`config.mk`:
```
export PLATFORM = sky130hd
export DESIGN_NAME = ras
export DESIGN_NICKNAME = d
export VERILOG_FILES = /design/src/rtl/fetch_pkg.sv /design/src/rtl/ras.sv
export SDC_FILE = /design/constraint.sdc
export NUM_CORES = 1
export LEC_CHECK = 0
export CAP_MARGIN = 20
export CORE_UTILIZATION = 45
export CTS_BUF_LIST = sky130_fd_sc_hd__clkbuf_8
export DETAILED_ROUTE_END_ITERATION = 10
export DONT_BUFFER_PORTS = 1
export MAX_ROUTING_LAYER = met4
export PLACE_DENSITY = 0.69
export SLEW_MARGIN = 20
export SYNTH_ARGS = -nofsm -noshare
export SYNTH_HDL_FRONTEND = slang
export SYNTH_SLANG_ARGS = --single-unit
```
`constraint.sdc`:
```
create_clock -name core_clock_i -period 10.05 [get_ports core_clock_i]
set_input_delay 1.5075 -clock core_clock_i [delete_from_list [all_inputs] [get_ports core_clock_i]]
set_output_delay 1.5075 -clock core_clock_i [all_outputs]
set_load 0.1 [all_outputs]
```
`src/rtl/fetch_pkg.sv`:
```
// ----------------------------------------------------------
// Shared definitions for the fetch-address front end
// Word address width, branch type encoding, control bits
// and the packed records passed between the blocks
// ----------------------------------------------------------

package fetch_pkg;

    // Word fetch address, no compressed instructions
    localparam int PC_BITS = 30;

    typedef enum logic [1:0] {
        BR_COND = 2'd0,
        BR_CALL = 2'd1,
        BR_JUMP = 2'd2,
        BR_RET  = 2'd3
    } br_type_e;

    // Bit 0 is enable_pred when read as a register word
    typedef struct packed {
        logic overload_value;
        logic enable_overload;
        logic enable_pred;
    } bpu_ctrl_t;

    // Commit-side update record
    typedef struct packed {
        logic               modify;
        logic               bm_only;
        logic [PC_BITS-1:0] vpc;
        logic [PC_BITS-1:0] target;
        logic [1:0]         cntr_pred;
        logic               taken;
        br_type_e           btype;
        logic               way;
    } btb_update_t;

    // Combinational lookup result
    typedef struct packed {
        logic               hit;
        logic               way;
        br_type_e           btype;
        logic [1:0]         counter;
        logic [PC_BITS-1:0] target;
    } btb_lookup_t;

    // Registered record for the translation stage
    typedef struct packed {
        logic [PC_BITS-1:0] pc;
        br_type_e           btype;
        logic [1:0]         bm_pred;
        logic [PC_BITS-1:0] target;
        logic               hit;
        logic               way;
    } fetch_out_t;

endpackage

```
`src/rtl/ras.sv`:
```
// ----------------------------------------------------------
// Return address stack
// Speculative pointer for predicted calls and returns,
// real pointer for committed ones, repair on misprediction
// ----------------------------------------------------------

`timescale 1ns/10ps

module ras #(
    parameter int DEPTH = 8
) (
    input  wire logic                              core_clock_i,
    input  wire logic                              core_reset_i,
    input  wire logic                              push_i,
    input  wire logic                              pop_i,
    input  wire logic [fetch_pkg::PC_BITS-1:0]     push_addr_i,
    input  wire fetch_pkg::btb_update_t            update_i,
    input  wire logic                              call_affirm_i,
    input  wire logic                              ret_affirm_i,
    output      logic [fetch_pkg::PC_BITS-1:0]     top_o
);

    localparam int PTR_BITS = $clog2(DEPTH);

    logic [fetch_pkg::PC_BITS-1:0] stack_q [DEPTH];
    logic [PTR_BITS-1:0]           spec_q;
    logic [PTR_BITS-1:0]           real_q;

    logic                call_fix;
    logic                ret_fix;
    logic [PTR_BITS-1:0] spec_p1;
    logic [PTR_BITS-1:0] spec_m1;
    logic [PTR_BITS-1:0] real_p1;
    logic [PTR_BITS-1:0] real_m1;

    // A modify of call or ret type means the speculative state is wrong
    assign call_fix = update_i.modify && (update_i.btype == fetch_pkg::BR_CALL);
    assign ret_fix  = update_i.modify && (update_i.btype == fetch_pkg::BR_RET);

    // Pointers wrap around the stack
    assign spec_p1 = spec_q + 1'b1;
    assign spec_m1 = spec_q - 1'b1;
    assign real_p1 = real_q + 1'b1;
    assign real_m1 = real_q - 1'b1;

    always_ff @(posedge core_clock_i) begin
        if (call_fix) begin
            stack_q[real_p1] <= update_i.vpc + 1'b1;
        end else if (!ret_fix && push_i) begin
            stack_q[spec_p1] <= push_addr_i;
        end
    end

    always_ff @(posedge core_clock_i) begin
        if (core_reset_i) begin
            spec_q <= '0;
        end else if (call_fix) begin
            spec_q <= real_p1;
        end else if (ret_fix) begin
            spec_q <= real_m1;
        end else if (push_i) begin
            spec_q <= spec_p1;
        end else if (pop_i) begin
            spec_q <= spec_m1;
        end
    end

    always_ff @(posedge core_clock_i) begin
        if (core_reset_i) begin
            real_q <= '0;
        end else if (call_fix || call_affirm_i) begin
            real_q <= real_p1;
        end else if (ret_fix || ret_affirm_i) begin
            real_q <= real_m1;
        end
    end

    assign top_o = stack_q[spec_q];

    // One fetch slot is never both a call and a return
    a_push_pop: assert property (
        @(posedge core_clock_i) disable iff (core_reset_i)
        !(push_i && pop_i)
    );

endmodule

```
==> results.toml <==
[run_status]
status = "finished clean"

[worst_hold_path]
min_path_type = "reg2reg"
whs_path_depth = 2

[place]
placed_cells = 888
io_buffers = 0
gp_congestion = 0.844
hpwl_um = 13200

[global_route]
grt_pass1_wl_um = 33100
top_usage_layer = "met2"
grt_usage_pct = 19.5
grt_max_degree = 61
grt-ovfl-total = 0
antenna_found_initial = 0
first_global_vias = 5804
grtUsageMet3_pct = 4.21
globalRouteMet2Util_pct = 33.3
grt_use_met1_pct = 22.5

[critical_path]
reg2reg_depth = 6
setup.worst_path.start_class = "flop"
critPathKind = "reg2out"
critPathCaptureType = "primary output"
cp_max_fo = 46
crit_path_max_incr_delay_ns = 0.76
path_depth = 3
critPathTopFamily = "multiplexers"
path_cells = "buf_4 > mux4_2 > mux2_2"
required_ns = 8.54
crit_slowest_cell = "buf_4"
crit_arrival_ns = 3.01
cp_num_buf_inv = 1

[clock_tree]
post_cts_buffers = 0
worstSkewPairLatency_ns = 0.54
path_clk_slew_ns = 0.06
cts_tree = "yes"
h-tree-depth = 2
clk_path_buf_depth = 3
numClockSinks = 249
cts_inserted_buffers = 40
cts_hold_buf = 0
cts-root-buf = "clkbuf_8"
cts_resized = 0

[timing]
setup_viol = 0
max-slew-margin-rel_pct = 38.7
grt_setup_unrepaired = "no"
finalCriticalPeriod_ns = 4.52
tightest_slew_ns = 0.920
tns_ns = 0
fmax_ghz = 0.221
finalCritPeriodShare_pct = 45.0
hold_viol_final = 0
fin_worst_skew_ns = 0.0268
finalMaxSlewViolations = 0

[detailed_routing]
route.vias.total = 5554
drt_iter0_drc = 435
detail-route-antenna-nets = 0
first_pass_iters = 5
routed_wl_um = 22100
wl_per_cell_um = 23.0
drc = 0
viasPerCell = 5.78

[power]
ir_worst_vdd_mv = 0.0897
powerDensity_nw_per_um2 = 215
p_leak_uw = 0.00363

[logic_synthesis]
ys_async_sr_fraction_pct = 0
synth_seq_cells = 249
yosysSeqAreaShare_pct = 70.0
synthFlopType = "edfxtp_1"
yosysUniqueCellTypes = 45
syn_nets = 703
netlist_area_um2 = 10600
ys.warnings.count = 0
synth_edf_count = 240
synthCells = 594
syn_area_per_cell_um2 = 17.8

[die]
dieArea_um2 = 24100
start_util_pct = 46.2
ios = 134
row_count = 55
die_w_um = 155
coreArea_um2 = 22800
die_h_um = 155

[flow_run]
maxCapViolCount = 0

[cells_and_area]
fin_nets = 726
fillerInstances = 1855
finalNonFillerCells = 961
antenna_cells = 0
syn2layout_area_growth_pct = 10.7
drive_gt1_share_pct = 26.1
[Yosys cell counts (all sizes together) (2+ instances only)]
master  count  area, um2
nor3        6       30.0
mux2       31        349
clkbuf     23       86.3
mux2i       2       20.0
nand2      36        135
or4        14        109
buf         6       37.5
nor2       28        105
mux4       60       1350
and3        5       31.3
o21ai      19       95.1
edfxtp    240       7210
dfxtp       9        180
a21oi       5       25.0
o31ai      13       97.6
and3b       3       26.3
xnor2      13        114
nand3      14       80.1
or3         3       18.8
and2        3       18.8
xor2        5       43.8
and4        3       26.3
nor4        4       25.0
ha          5       62.6
a31oi      16        100
nand4       4       25.0
a21boi      3       22.5
inv         9       33.8
[sequential cells by signal, indices dropped and copies added, names as in the netlist, named ones only]
register	cells
real_q	3
spec_q	3
stack_q	240
[cell usage in the layout (no fill, tap or decap), drive strengths merged, types with 2 or more instances in the layout]
| master | instances |
|---|---|
| bufinv | 2 |
| nor4 | 4 |
| or4 | 14 |
| nor2 | 28 |
| a21boi | 3 |
| mux2 | 31 |
| nand3 | 14 |
| mux2i | 2 |
| edfxtp | 240 |
| and3 | 5 |
| and2 | 3 |
| nand2 | 36 |
| clkinv | 17 |
| and3b | 3 |
| clkinvlp | 2 |
| or3 | 3 |
| inv | 20 |
| nor3 | 6 |
| ha | 5 |
| o21ai | 19 |
| xor2 | 5 |
| mux4 | 60 |
| buf | 10 |
| a31oi | 16 |
| clkbuf | 41 |
| nand4 | 4 |
| o31ai | 13 |
| and4 | 3 |
| a21oi | 5 |
| xnor2 | 13 |
| dfxtp | 9 |
[area by class of cell]
class                      count  area (um2)  share of cell area [%]
inverter                       9        33.8                   0.289
tap                          313         392                    3.35
multi-input combinational    307        3040                    26.0
sequential                   249        7390                    63.2
timing repair buffer          10        75.1                   0.642
clock inverter                32         194                    1.66
clock buffer                  41         564                    4.83
[power by group]
group | switching, uW | internal, uW
combinational | 344 | 111
sequential | 29.7 | 1210
clock | 382 | 434
total | 756 | 1760
[through the flow]
step                hold slack [ns]  setup slack, ns  util [%]  area, um2  power [uW]
global route                  0.641             5.31      51.2      11700        2600
global placement              0.597             5.93      47.8      10900        1710
floorplan                     0.559             5.87         -      10600        1650
CTS                           0.601             5.41      51.1      11700        2540
detailed placement            0.585             5.88      47.8      10900        1730
finish                        0.598             5.53      51.2      11700        2520
[layer usage]
metal | share of wire (%) | wire [um]
met1 | 39 | 8550
met2 | 53 | 11600
met3 | 6.3 | 1390
met4 | 2.3 | 510
met5 | 0 | 0
[cell families after synthesis]
group           after synthesis  share of synthesized area, %
compound gates               62                          3.72
xor+xnor                     18                          1.49
fa+ha+maj                     5                         0.593
buf+inv                      38                          1.49
flops                       249                          70.0
mux                          93                          16.3
simple gates                129                          6.44
[worst paths after layout]
| kind | start | slack (ns) | endpoint |
|---|---|---|---|
| worst max-delay path | flop | 5.53 | top_o[22] |
| worst min-delay path | spec_q[1] | 0.60 | flop |
| worst min register to register | spec_q[1] | 0.60 | flop |
| worst max register to register | real_q[0] | 7.51 | stack_q[3][15] |
[worst min-delay path: stages, from the launching register on]
cell and delay [ns]:
dfxtp_1 0.32, a21oi_1 0.13, a311oi_1 0.11
Power figures use the tool's default switching activity.
