==> src/rtl/fetch_pkg.sv <==
// ----------------------------------------------------------
// Shared definitions for the fetch-address front end
// Word address width, branch type encoding, control bits
// and the packed records passed between the blocks
// ----------------------------------------------------------

package fetch_pkg;

    // Word fetch address, no compressed instructions
    localparam int PC_BITS = 30;

    typedef enum logic [1:0] {
        BR_COND = 2'd0,
        BR_CALL = 2'd1,
        BR_JUMP = 2'd2,
        BR_RET  = 2'd3
    } br_type_e;

    // Bit 0 is enable_pred when read as a register word
    typedef struct packed {
        logic overload_value;
        logic enable_overload;
        logic enable_pred;
    } bpu_ctrl_t;

    // Commit-side update record
    typedef struct packed {
        logic               modify;
        logic               bm_only;
        logic [PC_BITS-1:0] vpc;
        logic [PC_BITS-1:0] target;
        logic [1:0]         cntr_pred;
        logic               taken;
        br_type_e           btype;
        logic               way;
    } btb_update_t;

    // Combinational lookup result
    typedef struct packed {
        logic               hit;
        logic               way;
        br_type_e           btype;
        logic [1:0]         counter;
        logic [PC_BITS-1:0] target;
    } btb_lookup_t;

    // Registered record for the translation stage
    typedef struct packed {
        logic [PC_BITS-1:0] pc;
        br_type_e           btype;
        logic [1:0]         bm_pred;
        logic [PC_BITS-1:0] target;
        logic               hit;
        logic               way;
    } fetch_out_t;

endpackage

==> src/rtl/bpu_config.sv <==
// ----------------------------------------------------------
// Prediction control register block
// Strobe write port, combinational read port
// ----------------------------------------------------------

`timescale 1ns/10ps

module bpu_config (
    input  wire logic                  core_clock_i,
    input  wire logic                  core_reset_i,
    input  wire logic                  cfg_we_i,
    input  wire logic [1:0]            cfg_addr_i,
    input  wire logic [31:0]           cfg_wdata_i,
    output      logic [31:0]           cfg_rdata_o,
    output      fetch_pkg::bpu_ctrl_t  ctrl_o
);

    localparam logic [1:0] ADDR_CTRL = 2'd0;

    fetch_pkg::bpu_ctrl_t ctrl_q;

    // Prediction on and overload off out of reset
    always_ff @(posedge core_clock_i) begin
        if (core_reset_i) begin
            ctrl_q.enable_pred     <= 1'b1;
            ctrl_q.enable_overload <= 1'b0;
            ctrl_q.overload_value  <= 1'b0;
        end else if (cfg_we_i && (cfg_addr_i == ADDR_CTRL)) begin
            ctrl_q.enable_pred     <= cfg_wdata_i[0];
            ctrl_q.enable_overload <= cfg_wdata_i[1];
            ctrl_q.overload_value  <= cfg_wdata_i[2];
        end
    end

    // Unmapped addresses read as zero
    always_comb begin
        cfg_rdata_o = 32'd0;
        if (cfg_addr_i == ADDR_CTRL) begin
            cfg_rdata_o[0] = ctrl_q.enable_pred;
            cfg_rdata_o[1] = ctrl_q.enable_overload;
            cfg_rdata_o[2] = ctrl_q.overload_value;
        end
    end

    assign ctrl_o = ctrl_q;

endmodule

==> config.mk <==
export PLATFORM = sky130hd
export DESIGN_NAME = bpu_config
export DESIGN_NICKNAME = d
export VERILOG_FILES = /design/src/rtl/fetch_pkg.sv /design/src/rtl/bpu_config.sv
export SDC_FILE = /design/constraint.sdc
export NUM_CORES = 1
export LEC_CHECK = 0
export BUFFER_PORTS_ARGS = -buffer_cell sky130_fd_sc_hd__buf_4
export CORE_MARGIN = 2
export CORE_UTILIZATION = 25
export DETAILED_ROUTE_END_ITERATION = 7
export GPL_TIMING_DRIVEN = 0
export PLACE_DENSITY = 0.77
export RECOVER_POWER = 25
export SYNTH_ARGS = -nofsm -noshare
export SYNTH_HDL_FRONTEND = slang
export SYNTH_SLANG_ARGS = --single-unit
==> constraint.sdc <==
create_clock -name core_clock_i -period 0.8 [get_ports core_clock_i]
set_clock_uncertainty 0.15 [all_clocks]
set_input_delay 0.08 -clock core_clock_i [delete_from_list [all_inputs] [get_ports core_clock_i]]
set_output_delay 0.08 -clock core_clock_i [all_outputs]
set_load 0.02 [all_outputs]
==> impl_results.md, run 1 <==
* Run status: complete, but fails checks
* Failing checks: hold timing, setup timing
* EDFF count, synth at 0
* Post-DR vias/cell at 3.05
* Max Cap Viol at 0
* Pleak at 0.417 nW
* # diodes at 0
* Setup crit end kind: output port
* Global-route wire length before repair at 1180 um
* Ys Warns at 0
* Final Hold Fails at 3
* Crit Path Max Fanout at 3
* Clock Latency Late Sink at 0.24 ns
* Avg Inst Size Synth at 8.20 sq um
* Async set-reset flop share out of synthesis at 0%
* Post-synth cell types at 8
* CTS Sinks at 3
* VDD IR max at 480 uV
* CTS max path bufs at 2
* Die height at 43.3 um
* Vias in the first global route at 288
* Count of input and output buffers at 13
* Final min period at 1.05 ns
* DRT iter0 DRCs at 3
* Placer Congestion at 0.522
* Total number of vias at 339
* Cell Rows at 14
* Final slew viol count at 0
* Worst Setup Path Type: flip-flop to output port
* Gr usage total at 8.82%
* Total chip power at 0.771 mW
* Worst Hold Class: input pin to flip-flop
* Layout Cells excl Fill at 111
* # placed instances at 104
* Final Util at 46.9%
* WP data arrival at 0.82 ns
* Die X at 43.3 um
* Ports at 72
* DP Area at 619 sq um
* Synth Register Bits at 3
* Post-DP HPWL at 619 um
* Total negative slack at -1.41 ns
* CP required at 0.57 ns
* Post-route cell area at 691 sq um
* Top FF cell, synth: dfxtp_1
* PwrDens at 1120 nW/um^2
* Drt first pass iters at 2
* Worst Slack Setup Final at -0.246 ns
* DRC at 0
* Starting Density at 26.2%
* Syn Inst Count at 47
* CTS Root Buffer Type: clkbuf_4
* Die area at 1870 sq um
* Synth cell count leaders: 29 x buf_4, 4 x nand2b_1
* Synth top area share at 56.5%
* Initial antenna violation count at 0
* Fillers at 145
* Worst hold slack at -0.0486 ns
* Count leader, synth: buf_4
* Area growth syn-to-layout at 79.2%
* Max Freq at 956 MHz
* Post-detailed-route count of antenna-violating nets at 0
* CTS buffer count at 3
* Final setup fails at 6
* Synth top area cells: buf_4 56%, dfxtp_1 16%, mux2i_1 7.8%, nand2b_1 6.5%, and2_1 4.9%
* DR WL/cell at 6.65 um
* Dominant cell type by area after synthesis: buf_4
* H-tree depth at 1
* Core area at 1470 sq um
* Mapped Area at 385 sq um
* Max reg flops at 3
* DRT Wirelength at 738 um
* Largest net degree at the start of global routing at 7
* Tcrit/Tclk final at 131%
* CTS tree: done
* Worst-path clk slew at 0.04 ns
* Layout cells sized above 1 at 57.9%
* CP Launch Type: flip-flop
* Net count reported at finish at 133
* Seq/Total Area, Yosys at 15.6%
* RSZ-0062 raised after global routing: yes
* Gr ovfl total at 0
-- metrics by stage --
step / setup WS (ns) / hold slack [ns]
finish: -0.246 / -0.0486
detailed placement: -0.145 / 0.194
floorplan: 0.00836 / 0.0772
global route: -0.275 / -0.0125
CTS: -0.247 / -0.0491
global placement: -0.101 / 0.185
-- cell families (layout without fill, tap and decap cells) --
group	count (synthesis)	after routing	share of synthesized area, %
buf+inv	29	49	56.5
mux	3	3	7.79
simple gates	11	11	19.2
flops	3	3	15.6
other cells	1	29	0.973
-- worst max-delay path, stage by stage (launching register included) --
cell and delay (ns):
dfxtp_2 0.34, and2_4 0.14, buf_6 0.11
-- layer usage --
| metal | vias up | GRT usage (%) | share of wire [%] |
|---|---|---|---|
| met5 | - | 0 | 0 |
| met4 | 0 | 3.64 | 0 |
| met3 | 0 | 6.81 | 19 |
| met2 | 28 | 13.1 | 49 |
| met1 | 129 | 9.21 | 31 |
| li1 | 182 | - | - |
-- final timing paths --
check | from | end | slack, ns | depth (start not counted)
hold reg to reg | ctrl_o[2] | ctrl_o[2] | 0.33 | 2
setup reg to reg | ctrl_o[0] | ctrl_o[0] | 0.04 | 2
hold / removal | cfg_wdata_i[0] | ctrl_o[0] | -0.05 | 3
setup / recovery | ctrl_o[2] | cfg_rdata_o[2] | -0.25 | 2
-- cells in the final DEF (no fill, tap or decap), types with 3 or more instances in the layout --
cell type,n
dfxtp_2,3
conb_1,29
nand2b_1,4
clkbuf_4,3
buf_4,39
and2_4,3
nor2_1,3
buf_6,6
mux2i_1,3
-- where the power goes --
group          leakage (nW)  switching, mW  internal (mW)  total (mW)
Clock                0.0150         0.0874          0.188       0.275
Combinational         0.377          0.177          0.158       0.336
Sequential           0.0249        0.00408          0.157       0.161
Total                 0.417          0.269          0.503       0.771
-- what timing repair did --
action,CTS,global route
endpoints found under the hold margin,3,3
endpoints found under the setup margin,6,7
gates resized for setup,4,2
buffers inserted,1,2
-- area by class of cell --
type                    count  area [sq um]  area share, %
repair buffers             16           143           20.7
well taps                  16          20.0           2.90
flip-flops and latches      3          63.8           9.24
clock buffers               4          26.3           3.80
plain buffers              29           218           31.5
multi-input cells          43           220           31.9
Note: power is estimated with default switching activity, not from simulation.
==> inputs of run 2 (changes only) <==
--- a/config.mk
+++ b/config.mk
@@ -6,7 +6,7 @@
 export NUM_CORES = 1
 export LEC_CHECK = 0
 export BUFFER_PORTS_ARGS = -buffer_cell sky130_fd_sc_hd__buf_4
-export CORE_MARGIN = 2
+export CORE_MARGIN = 1
 export CORE_UTILIZATION = 25
 export DETAILED_ROUTE_END_ITERATION = 7
 export GPL_TIMING_DRIVEN = 0
==> impl_results.md, run 2 (same netlist as run 1, synthesis figures left out) <==
* Run status: complete, but fails checks
* Failing checks: hold timing, setup timing
* Final Hold Fails at 3
* Final slew viol count at 0
* Layout Cells excl Fill at 112
* Clock Latency Late Sink at 0.24 ns
* Slowest cell on the critical path: dfxtp_2
* Post-detailed-route count of antenna-violating nets at 0
* CP required at 0.57 ns
* Post-route cell area at 727 sq um
* Commonest non-fill, non-tap cell in the layout: buf_4
* Layout cells sized above 1 at 59.8%
* Largest net degree at the start of global routing at 7
* Initial antenna violation count at 0
* Crit path depth at 2
* Vias in the first global route at 262
* Worst reg2reg path depth at 4
* Count of input and output buffers at 13
* Final setup fails at 8
* CP Launch Type: flip-flop
* CP max stage delay at 0.32 ns
* Cell Chain, Critical Path: and2_4 > buf_6
* CP delay by family, top: flip-flops
* CTS Root Buffer Type: clkbuf_4
* DRT Wirelength at 814 um
* PwrDens at 1080 nW/um^2
* Starting Density at 28.2%
* Die X at 41.3 um
* RSZ-0062 raised after global routing: yes
* Slack of the worst reg-to-reg path at -0.12 ns
* Post-DR vias/cell at 3.04
* Placer Congestion at 0.657
* Total number of vias at 340
* Max Cap Viol at 0
* # placed instances at 103
* Net count reported at finish at 135
* DR WL/cell at 7.27 um
* Ports at 72
* H-tree depth at 1
* Gr usage total at 11.0%
* Global-route wire length before repair at 1030 um
* Worst-path clk slew at 0.04 ns
* DRT iter0 DRCs at 3
* CTS tree: done
* Die area at 1700 sq um
* VDD IR max at 657 uV
* Sum of buffers and inverters on the critical path at 1
* Drt first pass iters at 2
* Setup crit end kind: output port
* Gr ovfl total at 0
* Worst hold slack at -0.0406 ns
* DRC at 0
* Hold depth at 3
* Core area at 1370 sq um
* Pleak at 0.436 nW
* Worst Setup Path Type: flip-flop to output port
* Tcrit/Tclk final at 129%
* CTS Sinks at 3
* Worst Slack Setup Final at -0.235 ns
* Worst Hold Class: input pin to flip-flop
* # diodes at 0
* CTS buffer count at 3
* Area growth syn-to-layout at 88.6%
* WP data arrival at 0.81 ns
* Cell Rows at 13
* Die height at 41.3 um
* Max reg flops at 3
* Commonest cells after routing, fill and taps aside: 37 x buf_4, 29 x conb_1, 10 x buf_6
* CTS max path bufs at 2
* Crit Path Max Fanout at 2
* Final min period at 1.04 ns
* Max Freq at 966 MHz
* DP Area at 618 sq um
==> run 2: cell types whose count changed in the layout (fill, tap and decap cells not counted), sizes merged <==
cell,change
buf,+2
==> run 2: where the power goes <==
group / leakage [nW] / internal (mW) / total (mW) / switching (mW)
logic: 0.397 / 0.169 / 0.351 / 0.183
registers: 0.0249 / 0.157 / 0.160 / 0.00372
clock network: 0.0150 / 0.187 / 0.274 / 0.0862
total: 0.436 / 0.513 / 0.785 / 0.272
==> run 2: repair_timing <==
| item | in CTS | in global routing |
|---|---|---|
| resized for setup | 9 | 2 |
| endpoints found under the hold margin | 3 | 3 |
| setup endpoints to repair | 6 | 8 |
| setup buffers | 4 | 1 |
==> run 2: tightest hold or removal path, cell delays in order <==
cell,delay (ns)
buf_4,0.08
nor2_1,0.03
mux2i_1,0.11
==> run 2: layout make-up <==
cell class,instances,area [sq um]
multi-input combinational,43,228
sequential,3,63.8
buffer,29,218
timing repair buffer,18,173
fill,145,639
tap,15,18.8
clock buffer,4,26.3
==> run 2: final timing paths <==
| path | from | to |
|---|---|---|
| min reg2reg | ctrl_o[0] | ctrl_o[0] |
| max | ctrl_o[1] | cfg_rdata_o[1] |
| max reg2reg | ctrl_o[1] | ctrl_o[1] |
| min | cfg_wdata_i[0] | ctrl_o[0] |
==> run 2: through the flow <==
stage	TNS [ns]	hold slack, ns	util [%]	power (mW)	setup WS, ns
finish	-1.60	-0.0406	53.2	0.785	-0.235
floorplan	0	0.0772	-	0.428	0.00836
detailed placement	-0.867	0.207	45.2	0.481	-0.178
CTS	-1.52	-0.0436	51.8	0.782	-0.239
global route	-1.85	-0.0375	53.2	0.851	-0.273
global placement	-0.618	0.188	45.2	0.477	-0.115
==> run 2: per-layer routing <==
layer	global-route usage (%)	wire, um	vias up
li1	-	-	186
met1	7.03	236	119
met2	20.7	425	31
met3	4.89	119	4
met4	12.1	32	0
met5	0	0	-
