$ cat src/rtl/fetch_pkg.sv
// ----------------------------------------------------------
// Shared definitions for the fetch-address front end
// Word address width, branch type encoding, control bits
// and the packed records passed between the blocks
// ----------------------------------------------------------

package fetch_pkg;

    // Word fetch address, no compressed instructions
    localparam int PC_BITS = 30;

    typedef enum logic [1:0] {
        BR_COND = 2'd0,
        BR_CALL = 2'd1,
        BR_JUMP = 2'd2,
        BR_RET  = 2'd3
    } br_type_e;

    // Bit 0 is enable_pred when read as a register word
    typedef struct packed {
        logic overload_value;
        logic enable_overload;
        logic enable_pred;
    } bpu_ctrl_t;

    // Commit-side update record
    typedef struct packed {
        logic               modify;
        logic               bm_only;
        logic [PC_BITS-1:0] vpc;
        logic [PC_BITS-1:0] target;
        logic [1:0]         cntr_pred;
        logic               taken;
        br_type_e           btype;
        logic               way;
    } btb_update_t;

    // Combinational lookup result
    typedef struct packed {
        logic               hit;
        logic               way;
        br_type_e           btype;
        logic [1:0]         counter;
        logic [PC_BITS-1:0] target;
    } btb_lookup_t;

    // Registered record for the translation stage
    typedef struct packed {
        logic [PC_BITS-1:0] pc;
        br_type_e           btype;
        logic [1:0]         bm_pred;
        logic [PC_BITS-1:0] target;
        logic               hit;
        logic               way;
    } fetch_out_t;

endpackage

$ cat src/rtl/pc_gen.sv
// ----------------------------------------------------------
// Program counter and next-address selection
// Redirect on predicted branches, RAS strobes and the
// registered output to the translation stage
// ----------------------------------------------------------

`timescale 1ns/10ps

module pc_gen #(
    parameter logic [fetch_pkg::PC_BITS-1:0] START_PC = '0
) (
    input  wire logic                              core_clock_i,
    input  wire logic                              core_reset_i,
    input  wire logic                              core_flush_i,
    input  wire logic [fetch_pkg::PC_BITS-1:0]     flush_pc_i,
    input  wire logic                              tlb_busy_i,
    input  wire fetch_pkg::bpu_ctrl_t              ctrl_i,
    input  wire fetch_pkg::btb_lookup_t            lookup_i,
    input  wire logic [fetch_pkg::PC_BITS-1:0]     ras_top_i,
    output      logic [fetch_pkg::PC_BITS-1:0]     pc_o,
    output      logic                              push_o,
    output      logic                              pop_o,
    output      logic [fetch_pkg::PC_BITS-1:0]     push_addr_o,
    output      logic                              fetch_valid_o,
    output      fetch_pkg::fetch_out_t             fetch_o
);

    logic [fetch_pkg::PC_BITS-1:0] pc_q;
    logic [fetch_pkg::PC_BITS-1:0] pc_inc;
    logic [fetch_pkg::PC_BITS-1:0] final_target;
    logic [fetch_pkg::PC_BITS-1:0] next_pc;
    logic                          pred_hit;
    logic                          redirect;
    logic                          advance;

    assign pc_inc = pc_q + 1'b1;

    // Returns take their target from the stack
    assign final_target = (lookup_i.btype == fetch_pkg::BR_RET) ? ras_top_i : lookup_i.target;

    assign pred_hit = lookup_i.hit && ctrl_i.enable_pred;
    assign redirect = pred_hit &&
                      ((lookup_i.btype != fetch_pkg::BR_COND) || lookup_i.counter[1]);
    assign next_pc  = redirect ? final_target : pc_inc;

    // Fetch slot is consumed this cycle
    assign advance = !core_reset_i && !core_flush_i && !tlb_busy_i;

    assign push_o      = advance && pred_hit && (lookup_i.btype == fetch_pkg::BR_CALL);
    assign pop_o       = advance && pred_hit && (lookup_i.btype == fetch_pkg::BR_RET);
    assign push_addr_o = pc_inc;

    always_ff @(posedge core_clock_i) begin
        if (core_reset_i) begin
            pc_q          <= START_PC;
            fetch_valid_o <= 1'b0;
        end else if (core_flush_i) begin
            pc_q          <= flush_pc_i;
            fetch_valid_o <= 1'b0;
        end else if (!tlb_busy_i) begin
            pc_q          <= next_pc;
            fetch_valid_o <= 1'b1;
        end
    end

    // Payload holds while the next stage is busy
    always_ff @(posedge core_clock_i) begin
        if (advance) begin
            fetch_o.pc      <= pc_q;
            fetch_o.btype   <= lookup_i.btype;
            fetch_o.bm_pred <= lookup_i.counter;
            fetch_o.target  <= final_target;
            fetch_o.hit     <= pred_hit;
            fetch_o.way     <= lookup_i.way;
        end
    end

    assign pc_o = pc_q;

    // A flush leaves one empty output slot before the flush target appears
    a_valid_gap: assert property (
        @(posedge core_clock_i) disable iff (core_reset_i)
        ($past(core_flush_i) && !$past(core_reset_i) && !core_flush_i && !tlb_busy_i)
            |=> !$past(fetch_valid_o) && fetch_valid_o
                && (fetch_o.pc == $past(flush_pc_i, 2))
    );

endmodule

$ cat config.mk
export PLATFORM = sky130hd
export DESIGN_NAME = pc_gen
export DESIGN_NICKNAME = d
export VERILOG_FILES = /design/src/rtl/fetch_pkg.sv /design/src/rtl/pc_gen.sv
export SDC_FILE = /design/constraint.sdc
export NUM_CORES = 1
export LEC_CHECK = 0
export BUFFER_PORTS_ARGS = -buffer_cell sky130_fd_sc_hd__buf_2
export CAP_MARGIN = 20
export CORE_MARGIN = 5
export CORE_UTILIZATION = 46
export CTS_CLUSTER_SIZE = 12
export DETAILED_ROUTE_END_ITERATION = 10
export HOLD_SLACK_MARGIN = 0.02
export PLACE_DENSITY = 0.81
export SLEW_MARGIN = 20
export SYNTH_ARGS = -nofsm -noshare
export SYNTH_HDL_FRONTEND = slang
export SYNTH_SLANG_ARGS = --single-unit
export TNS_END_PERCENT = 5
$ cat constraint.sdc
create_clock -name core_clock_i -period 11.2 [get_ports core_clock_i]
set_input_delay 2.24 -clock core_clock_i [delete_from_list [all_inputs] [get_ports core_clock_i]]
set_output_delay 2.24 -clock core_clock_i [all_outputs]
set_load 0.01 [all_outputs]
==> impl_metrics.ini, run 1 <==
[place]
postPlaceCellArea_sq_um = 5810
port-buffer-count = 229
dpl.hpwl_um = 10500
finalWeightedCongestion = 0.818

[global_routing]
antenna_found_initial = 0
grt_max_degree = 72
overflow_after_grt = 0
grt_first_pass_wirelength_um = 21400
grt_usage_pct = 23.4
first_global_vias = 4148

[floorplan]
die_width_um = 110
rows = 36
ioPinCount = 232
die-height_um = 110
total_die_area_sq_um = 12000
initial_core_util_pct = 46.8
fp.coreArea_sq_um = 9730

[setup_path]
cp-end-kind = output pin
reg2reg_from = pc_o[0]
critPathTopFamily = buffers and inverters
critical_path_required_ps = 8960
worst_setup_path_start_kind = input port
critical_path.slowest_cell = sky130_fd_sc_hd__nand2_1
critical_path.cell_chain = buf_2 > inv_1 > nand2_1 > inv_2 > nand2_1 > nor3b_1 > buf_2
max_stage_delay_ps = 400
critical_path.startpoint = tlb_busy_i
worstPathArrival_ps = 3900
critPathMaxFanout = 33
combined_buffer_and_inverter_count_along_the_critical_path = 4
critical_path_class = in -> out

[sta]
finalHoldWorstSlack_ps = 470
finalHoldViolations = 0
max_slew_margin_vs_limit_pct = 38.3
finalMaxSlewViolations = 0
setup_total_negative_slack_ps = 0
max_clock_freq_mhz = 163
post-route-min-period_ps = 6140
grt_setup_unrepaired = no
transition_time_at_the_pin_with_the_least_slew_margin_ps = 925
fin_worst_skew_ps = 12.6
setup_violations = 0
timing.final.crit_share_pct = 54.8

[clock_tree]
post_cts.repair.setup_buffers = 0
cts_resizes = 0
cts_buffers = 9
numClockSinks = 97
cts_htree_levels = 3
hold_buffers = 0
cts_buffer_depth = 2
clk-insertion-delay-late_ps = 360
clkTransAtPathRegs_ps = 90
clock_tree_from_tritoncts = yes
clockRootBuffer = sky130_fd_sc_hd__clkbuf_8

[synthesis]
yosys_warnings = 0
synth_compound_area_share_pct = 11.3
ys_seq_elements = 97
yosys.area_share.xor_xnor_pct = 5.38
synth_simple_gate_area_share_pct = 13.5
postSynthCellCount = 385
post_synth.cell_area_avg_sq_um = 11.8
netlist_top_cells_area = sky130_fd_sc_hd__edfxtp_1 (43%), sky130_fd_sc_hd__dfxtp_1 (14%), sky130_fd_sc_hd__mux2_2 (7.4%), sky130_fd_sc_hd__xnor2_1 (3.7%), sky130_fd_sc_hd__a21oi_1 (3.3%)
post_synth_fa_ha_maj_area_fraction_pct = 0.274
netlist.area_leader.share_pct = 43.5
synthesis.nets = 489
synth_seq_area_share_pct = 57.1
synth_enable_flop_cells = 66
main_combinational_cell_family_by_area_after_synthesis = simple AND/OR/NAND/NOR gates
yosys.area.top_type = sky130_fd_sc_hd__edfxtp_1
asyncSetResetFlopFracSynth_pct = 0
count_of_distinct_cell_types_in_the_synthesized_netlist = 45
synthTopCellsByCount = sky130_fd_sc_hd__edfxtp_1 (66), sky130_fd_sc_hd__dfxtp_1 (31), sky130_fd_sc_hd__a21oi_1 (30), sky130_fd_sc_hd__mux2_2 (30), sky130_fd_sc_hd__nor2_1 (26)
muxShareOfSynthArea_pct = 9.85
post-synth-top-count-cell = sky130_fd_sc_hd__edfxtp_1
most_common_flop_cell_mapped_by_yosys = sky130_fd_sc_hd__edfxtp_1
syn-cell-area_sq_um = 4560

[cells_and_area]
area_growth_pct = 32.2
final_layout_size_suffix_gt1_share_pct = 46.4
num_antenna_cells = 0
final_design_area_no_fill_sq_um = 6030
final_net_count = 711

[power_and_ir_drop]
totalPowerFinal_mw = 0.787
leakage_nw = 2.73
cellPowerDensity_nw_per_um2 = 131
vdd.ir_drop.worst_mv = 0.0637

[detailed_routing]
drt_first_iter_violations = 235
detail_route.drc_violations = 0
via_per_inst = 5.44
drtAntennaViolNets = 0
detailroute.via_count = 4056
finalWirelength_um = 14300
drt_pre_antenna_iters = 4
avgRoutedWirePerCell_um = 19.2

[min_path]
hp-start = fetch_valid_o
hp-class = reg -> reg

[flow_run]
max_capacitance_violation_count = 0

[outcome]
run_status = finished clean
[metal layers]
metal | up-vias | track usage (%) | share of wire, %
met5 | - | 0 | 0
met4 | 0 | 10.2 | 2.5
met3 | 25 | 4.40 | 7.6
met2 | 195 | 41.8 | 52
met1 | 1941 | 27.2 | 38
li1 | 1895 | - | -
[path summary, 6_finish.rpt]
kind | endpoint | slack [ps] | cells after the start
setup / recovery | push_o | 5060 | 7
hold / removal | fetch_valid_o | 470 | 1
setup reg to reg | pc_o[22] | 8840 | 6
hold reg to reg | fetch_valid_o | 470 | 1
[layout make-up]
cell class	instances	area (sq um)
well taps	133	166
multi-input cells	257	1840
flip-flops and latches	97	2600
clock buffers	13	149
repair buffers	232	1170
fillers	825	3700
clock inverters	3	65.1
inverters	10	37.5
[worst register-to-register path, cell delays in order, from the launching register on]
cell and delay (ps):
sky130_fd_sc_hd__dfxtp_1 440, sky130_fd_sc_hd__ha_1 290, sky130_fd_sc_hd__nand3_1 320, sky130_fd_sc_hd__nor3_2 520, sky130_fd_sc_hd__nand4_1 180, sky130_fd_sc_hd__xnor2_1 180, sky130_fd_sc_hd__a221o_1 320
[power by group]
| part | switching (mW) | internal, mW | total [mW] |
|---|---|---|---|
| Clock | 0.117 | 0.132 | 0.249 |
| Sequential | 0.0164 | 0.402 | 0.419 |
| Combinational | 0.0656 | 0.0536 | 0.119 |
| Total | 0.199 | 0.588 | 0.787 |
[placed cells by master (no fill, tap or decap), types with 12 or more instances in the layout]
cell type / count
sky130_fd_sc_hd__a21oi_1: 30
sky130_fd_sc_hd__buf_2: 229
sky130_fd_sc_hd__mux2_2: 30
sky130_fd_sc_hd__a221o_1: 12
sky130_fd_sc_hd__and3_1: 22
sky130_fd_sc_hd__xnor2_1: 19
sky130_fd_sc_hd__nand3_1: 16
sky130_fd_sc_hd__nand2_1: 16
sky130_fd_sc_hd__nor2_1: 25
sky130_fd_sc_hd__edfxtp_1: 66
sky130_fd_sc_hd__dfxtp_1: 31
[state kept, by name (all words and copies together), names as in the netlist]
name,count
pc_o,30
fetch_o,66
fetch_valid_o,1
[kinds of logic after synthesis]
kind of cell	Yosys count
and+or+nand+nor	110
AOI/OAI and AO/OA	77
xor gates and xnor gates	28
adders and majority gates	1
muxes	41
DFF	97
buffers and inverters	31
[stage by stage]
stage	std cells	setup slack, ps	util, %
2_1_floorplan	385	4270	-
3_3_place_gp	729	5080	59.7
3_5_place_dp	729	5050	59.7
4_1_cts	745	5050	61.9
5_1_grt	745	4840	61.9
6_report	745	5060	61.9
(Power assumes the default switching activity.)
==> run 2: changes to the inputs <==
--- a/config.mk
+++ b/config.mk
@@ -8,11 +8,11 @@
 export BUFFER_PORTS_ARGS = -buffer_cell sky130_fd_sc_hd__buf_2
 export CAP_MARGIN = 20
 export CORE_MARGIN = 5
-export CORE_UTILIZATION = 46
+export CORE_UTILIZATION = 41
 export CTS_CLUSTER_SIZE = 12
 export DETAILED_ROUTE_END_ITERATION = 10
 export HOLD_SLACK_MARGIN = 0.02
-export PLACE_DENSITY = 0.81
+export PLACE_DENSITY = 0.76
 export SLEW_MARGIN = 20
 export SYNTH_ARGS = -nofsm -noshare
 export SYNTH_HDL_FRONTEND = slang
==> constraint.sdc (replaced) <==
create_clock -name core_clock_i -period 4.9 [get_ports core_clock_i]
set_input_delay 0.98 -clock core_clock_i [delete_from_list [all_inputs] [get_ports core_clock_i]]
set_output_delay 0.98 -clock core_clock_i [all_outputs]
set_load 0.01 [all_outputs]
==> impl_metrics.ini, run 2 (synthesized netlist as in run 1, its figures left out) <==
[outcome]
run_status = finished clean

[setup_path]
cp-end-kind = output pin
critPathMaxFanout = 6
critical_path_class = reg -> out
critical_path_required_ps = 3920
critical_path.cell_chain = ha_1 > nand3_1 > nor3_2 > nand4_1 > xnor2_1 > buf_2
worstPathArrival_ps = 2560
worst_setup_path_start_kind = flop
worstRegToRegCells = 6
critical_path.slowest_cell = sky130_fd_sc_hd__nor3_2
max_stage_delay_ps = 510

[power_and_ir_drop]
seq_power_share_pct = 56.4
switchingPower_mw = 0.468
clkPwrFrac_pct = 27.4
p_sw_share_pct = 27.6
cellPowerDensity_nw_per_um2 = 282
internal_power_component_mw = 1.23
totalPowerFinal_mw = 1.70
vdd.ir_drop.worst_mv = 0.123
leakage_nw = 2.71
combinationalPowerShare_pct = 16.2

[cells_and_area]
regMostFlops = fetch_o
final_net_count = 714
fillCellCount = 981
largest_reg_flops = 66
num_antenna_cells = 0
final_layout_size_suffix_gt1_share_pct = 46.7
area_growth_pct = 31.8
final_cell_mix = sky130_fd_sc_hd__buf_2 (229), sky130_fd_sc_hd__edfxtp_1 (66), sky130_fd_sc_hd__dfxtp_1 (31), sky130_fd_sc_hd__mux2_2 (30), sky130_fd_sc_hd__a21oi_1 (30)
layout.cells.most_common = sky130_fd_sc_hd__buf_2
final_design_area_no_fill_sq_um = 6010
final-instance-count-excl-fill = 755

[sta]
fin_worst_skew_ps = 13.1
setup_violations = 0
max_clock_freq_mhz = 282
max_slew_margin_vs_limit_pct = 38.0
grt_setup_unrepaired = no
timing.final.crit_share_pct = 72.3
finalMaxSlewViolations = 0
post-route-min-period_ps = 3540
setup_total_negative_slack_ps = 0
finalHoldViolations = 0
transition_time_at_the_pin_with_the_least_slew_margin_ps = 930

[global_routing]
first_global_vias = 4036
grt_usage_pct = 21.1
grt_first_pass_wirelength_um = 21400
grt_max_degree = 72
overflow_after_grt = 0
antenna_found_initial = 0

[floorplan]
initial_core_util_pct = 41.9
ioPinCount = 232
total_die_area_sq_um = 13300
die-height_um = 115
die_width_um = 115
rows = 38
fp.coreArea_sq_um = 10900

[clock_tree]
numClockSinks = 97
hold_buffers = 0
cts_buffer_depth = 2
clock_tree_from_tritoncts = yes
post_cts.repair.setup_buffers = 0
clkTransAtPathRegs_ps = 100
clockRootBuffer = sky130_fd_sc_hd__clkbuf_8
clk-insertion-delay-late_ps = 360
cts_resizes = 0
cts_htree_levels = 3
cts_buffers = 9

[min_path]
hp-class = reg -> reg
min_delay_path_depth = 1

[detailed_routing]
finalWirelength_um = 14500
detailroute.via_count = 3973
detail_route.drc_violations = 0
drt_pre_antenna_iters = 4
drtAntennaViolNets = 0
via_per_inst = 5.26
drt_first_iter_violations = 237
avgRoutedWirePerCell_um = 19.2

[place]
port-buffer-count = 229
dpl.hpwl_um = 10600
placed_cells = 739
finalWeightedCongestion = 0.841
postPlaceCellArea_sq_um = 5840

[flow_run]
max_capacitance_violation_count = 0
[run 2: final timing paths]
path / slack (ps) / start / endpoint
setup / recovery: 1360 / pc_o[0] / push_addr_o[22]
hold / removal: 470 / fetch_valid_o / fetch_valid_o
setup reg to reg: 2520 / pc_o[0] / pc_o[22]
hold reg to reg: 470 / fetch_valid_o / fetch_valid_o
[run 2: layout make-up]
cell class / count / area, sq um / share of cell area (%)
Clock buffer: 11 / 131 / 2.19
Clock inverter: 5 / 33.8 / 0.563
Inverter: 10 / 37.5 / 0.625
Multi-Input combinational cell: 257 / 1830 / 30.5
Sequential cell: 97 / 2600 / 43.3
Tap cell: 140 / 175 / 2.92
Timing Repair Buffer: 235 / 1190 / 19.8
[run 2: critical path, delay by kind of cell (launching register included)]
kind	cells	cell delay, ps
and+or+nand+nor	3	1000
xor gates and xnor gates	1	260
DFF	1	450
adders and majority gates	1	290
buffers and inverters	1	190
[run 2: layer usage]
layer | GRT usage, % | part of all wire (%) | vias to the layer above
li1 | - | - | 1899
met1 | 25.8 | 39 | 1850
met2 | 35.7 | 50 | 204
met3 | 4.23 | 8.9 | 20
met4 | 10.3 | 2.3 | 0
met5 | 0 | 0 | -
[run 2: through the flow]
step           setup slack (ps)  hold slack, ps  util, %
2_1_floorplan               492             494        -
3_5_place_dp               1420             443     53.6
5_1_grt                    1120             489     55.2
4_1_cts                    1340             472     55.2
6_report                   1360             469     55.2
3_3_place_gp               1420             435     53.6
[run 2: power by group through the flow]
stage / combinational, mW / sequential [mW] / clock, mW
finish: 0.274 / 0.956 / 0.465
global route: 0.298 / 0.962 / 0.511
CTS: 0.277 / 0.956 / 0.477
detailed placement: 0.275 / 0.975 / 0
global placement: 0.269 / 0.972 / 0
floorplan: 0.125 / 0.987 / 0
==> run 3: changes to the inputs <==
--- a/config.mk
+++ b/config.mk
@@ -8,11 +8,11 @@
 export BUFFER_PORTS_ARGS = -buffer_cell sky130_fd_sc_hd__buf_2
 export CAP_MARGIN = 20
 export CORE_MARGIN = 5
-export CORE_UTILIZATION = 41
+export CORE_UTILIZATION = 46
 export CTS_CLUSTER_SIZE = 12
 export DETAILED_ROUTE_END_ITERATION = 10
 export HOLD_SLACK_MARGIN = 0.02
-export PLACE_DENSITY = 0.76
+export PLACE_DENSITY = 0.81
 export SLEW_MARGIN = 20
 export SYNTH_ARGS = -nofsm -noshare
 export SYNTH_HDL_FRONTEND = slang
==> constraint.sdc (replaced) <==
create_clock -name core_clock_i -period 3.46 [get_ports core_clock_i]
set_input_delay 0.692 -clock core_clock_i [delete_from_list [all_inputs] [get_ports core_clock_i]]
set_output_delay 0.692 -clock core_clock_i [all_outputs]
set_load 0.01 [all_outputs]
==> impl_metrics.ini, run 3 (synthesized netlist as in run 1, its figures left out) <==
[place]
dpl.hpwl_um = 10600
placed_cells = 734
finalWeightedCongestion = 0.806
port-buffer-count = 229

[global_routing]
grt_max_degree = 72
overflow_after_grt = 0
grt_usage_pct = 23.4
first_global_vias = 4159
antenna_found_initial = 0
grt_first_pass_wirelength_um = 21300

[setup_path]
critical_path.slowest_cell = sky130_fd_sc_hd__nor3_2
cp-end-kind = output pin
r2r-end = pc_o[22]
critical_path_class = reg -> out
timing.reg2reg.setup_slack_ps = 1140
critical_path.cell_chain = ha_1 > nand3_1 > nor3_2 > nand3_1 > xnor2_1 > buf_2
critPathTopFamily = simple AND/OR/NAND/NOR gates
worstRegToRegCells = 6
max_stage_delay_ps = 480
combined_buffer_and_inverter_count_along_the_critical_path = 1
critical_path_required_ps = 2770
reg2reg_from = pc_o[1]
worst_setup_path_start_kind = flop
path_common_cell = sky130_fd_sc_hd__nand3_1
worstPathArrival_ps = 2460
critPathMaxFanout = 6

[floorplan]
ioPinCount = 232
die-height_um = 110
initial_core_util_pct = 46.8
rows = 36
die_width_um = 110
total_die_area_sq_um = 12000
fp.coreArea_sq_um = 9730

[clock_tree]
cts_htree_levels = 3
cts_buffers = 9
clkTransAtPathRegs_ps = 100
numClockSinks = 97
clk-insertion-delay-late_ps = 360
hold_buffers = 0
clockRootBuffer = sky130_fd_sc_hd__clkbuf_8
cts_buffer_depth = 2
clock_tree_from_tritoncts = yes
cts_resizes = 0
post_cts.repair.setup_buffers = 0

[sta]
fin_worst_skew_ps = 15.0
post-route-min-period_ps = 3150
setup_total_negative_slack_ps = 0
finalHoldViolations = 0
max_clock_freq_mhz = 317
finalMaxSlewViolations = 0
timing.final.crit_share_pct = 91.1
setup_violations = 0
transition_time_at_the_pin_with_the_least_slew_margin_ps = 1020
max_slew_margin_vs_limit_pct = 32.3
grt_setup_unrepaired = no

[cells_and_area]
num_antenna_cells = 0
largest_reg_flops = 66
regMostFlops = fetch_o
final_net_count = 716
final-instance-count-excl-fill = 750
final_cell_mix = sky130_fd_sc_hd__buf_2 (229), sky130_fd_sc_hd__edfxtp_1 (66), sky130_fd_sc_hd__dfxtp_1 (31), sky130_fd_sc_hd__mux2_2 (30), sky130_fd_sc_hd__a21oi_1 (30)
layout.cells.most_common = sky130_fd_sc_hd__buf_2
area_growth_pct = 32.4
fillCellCount = 811
final_layout_size_suffix_gt1_share_pct = 46.8

[power_and_ir_drop]
vdd.ir_drop.worst_mv = 0.194
cellPowerDensity_nw_per_um2 = 404
totalPowerFinal_mw = 2.44
leakage_nw = 2.72

[detailed_routing]
finalWirelength_um = 14400
drt_first_iter_violations = 258
via_per_inst = 5.41
avgRoutedWirePerCell_um = 19.2
detail_route.drc_violations = 0
drtAntennaViolNets = 0
detailroute.via_count = 4061
drt_pre_antenna_iters = 4

[min_path]
timing.hold.worst_endpoint = fetch_valid_o
hp-start = fetch_valid_o
hp-class = reg -> reg
min_delay_path_depth = 1

[flow_run]
max_capacitance_violation_count = 0

[outcome]
run_status = finished clean
[run 3: cell count changes in the layout (fill, tap and decap cells not counted), sizes merged]
| cell | previous run | this run |
|---|---|---|
| buf | 235 | 237 |
| clkbuf | 11 | 12 |
| clkinv | 3 | 2 |
| clkinvlp | 2 | 3 |
| inv | 10 | 9 |
[run 3: routing by layer]
metal / share of wire (%) / track usage [%] / up-vias / wire, um
li1: - / - / 1905 / -
met1: 38 / 28.2 / 1904 / 5460
met2: 51 / 39.9 / 218 / 7330
met3: 8.1 / 4.23 / 34 / 1170
met4: 3.0 / 12.0 / 0 / 430
met5: 0 / 0 / - / 0
[run 3: how the worst max path moves through the flow]
| stage | startpoint | endpoint | slack (ps) | cells past startpoint |
|---|---|---|---|---|
| after floorplan | core_flush_i | push_o | 250 | 6 |
| after detailed placement | pc_o[1] | push_addr_o[22] | 700 | 6 |
| after global routing | pc_o[2] | push_addr_o[27] | 80 | 5 |
| final | pc_o[1] | push_addr_o[28] | 310 | 6 |
| after CTS | pc_o[1] | push_addr_o[22] | 290 | 6 |
| after global placement | pc_o[1] | push_addr_o[28] | 740 | 6 |
[run 3: area by class of cell]
class	count	area, sq um	area share (%)
Multi-Input combinational cell	257	1830	30.4
Clock inverter	4	27.5	0.456
Tap cell	133	166	2.76
Clock buffer	12	155	2.57
Timing Repair Buffer	237	1210	20.0
Inverter	10	41.3	0.684
Sequential cell	97	2600	43.1
[run 3: through the flow]
stage                     hold WS, ps  cell area (sq um)  util [%]  setup WS (ps)
after detailed placement          445               5850      60.1            705
after CTS                         468               6030      62.0            286
after floorplan                   494               4560         -            254
after global placement            432               5850      60.1            737
after global routing              482               6030      62.0           79.4
final                             466               6030      62.0            308
[run 3: power by group]
| part | leakage [nW] | internal [mW] | total [mW] | switching [mW] |
|---|---|---|---|---|
| logic | 1.76 | 0.177 | 0.391 | 0.214 |
| clock network | 0.0862 | 0.301 | 0.693 | 0.393 |
| registers | 0.875 | 1.30 | 1.35 | 0.0517 |
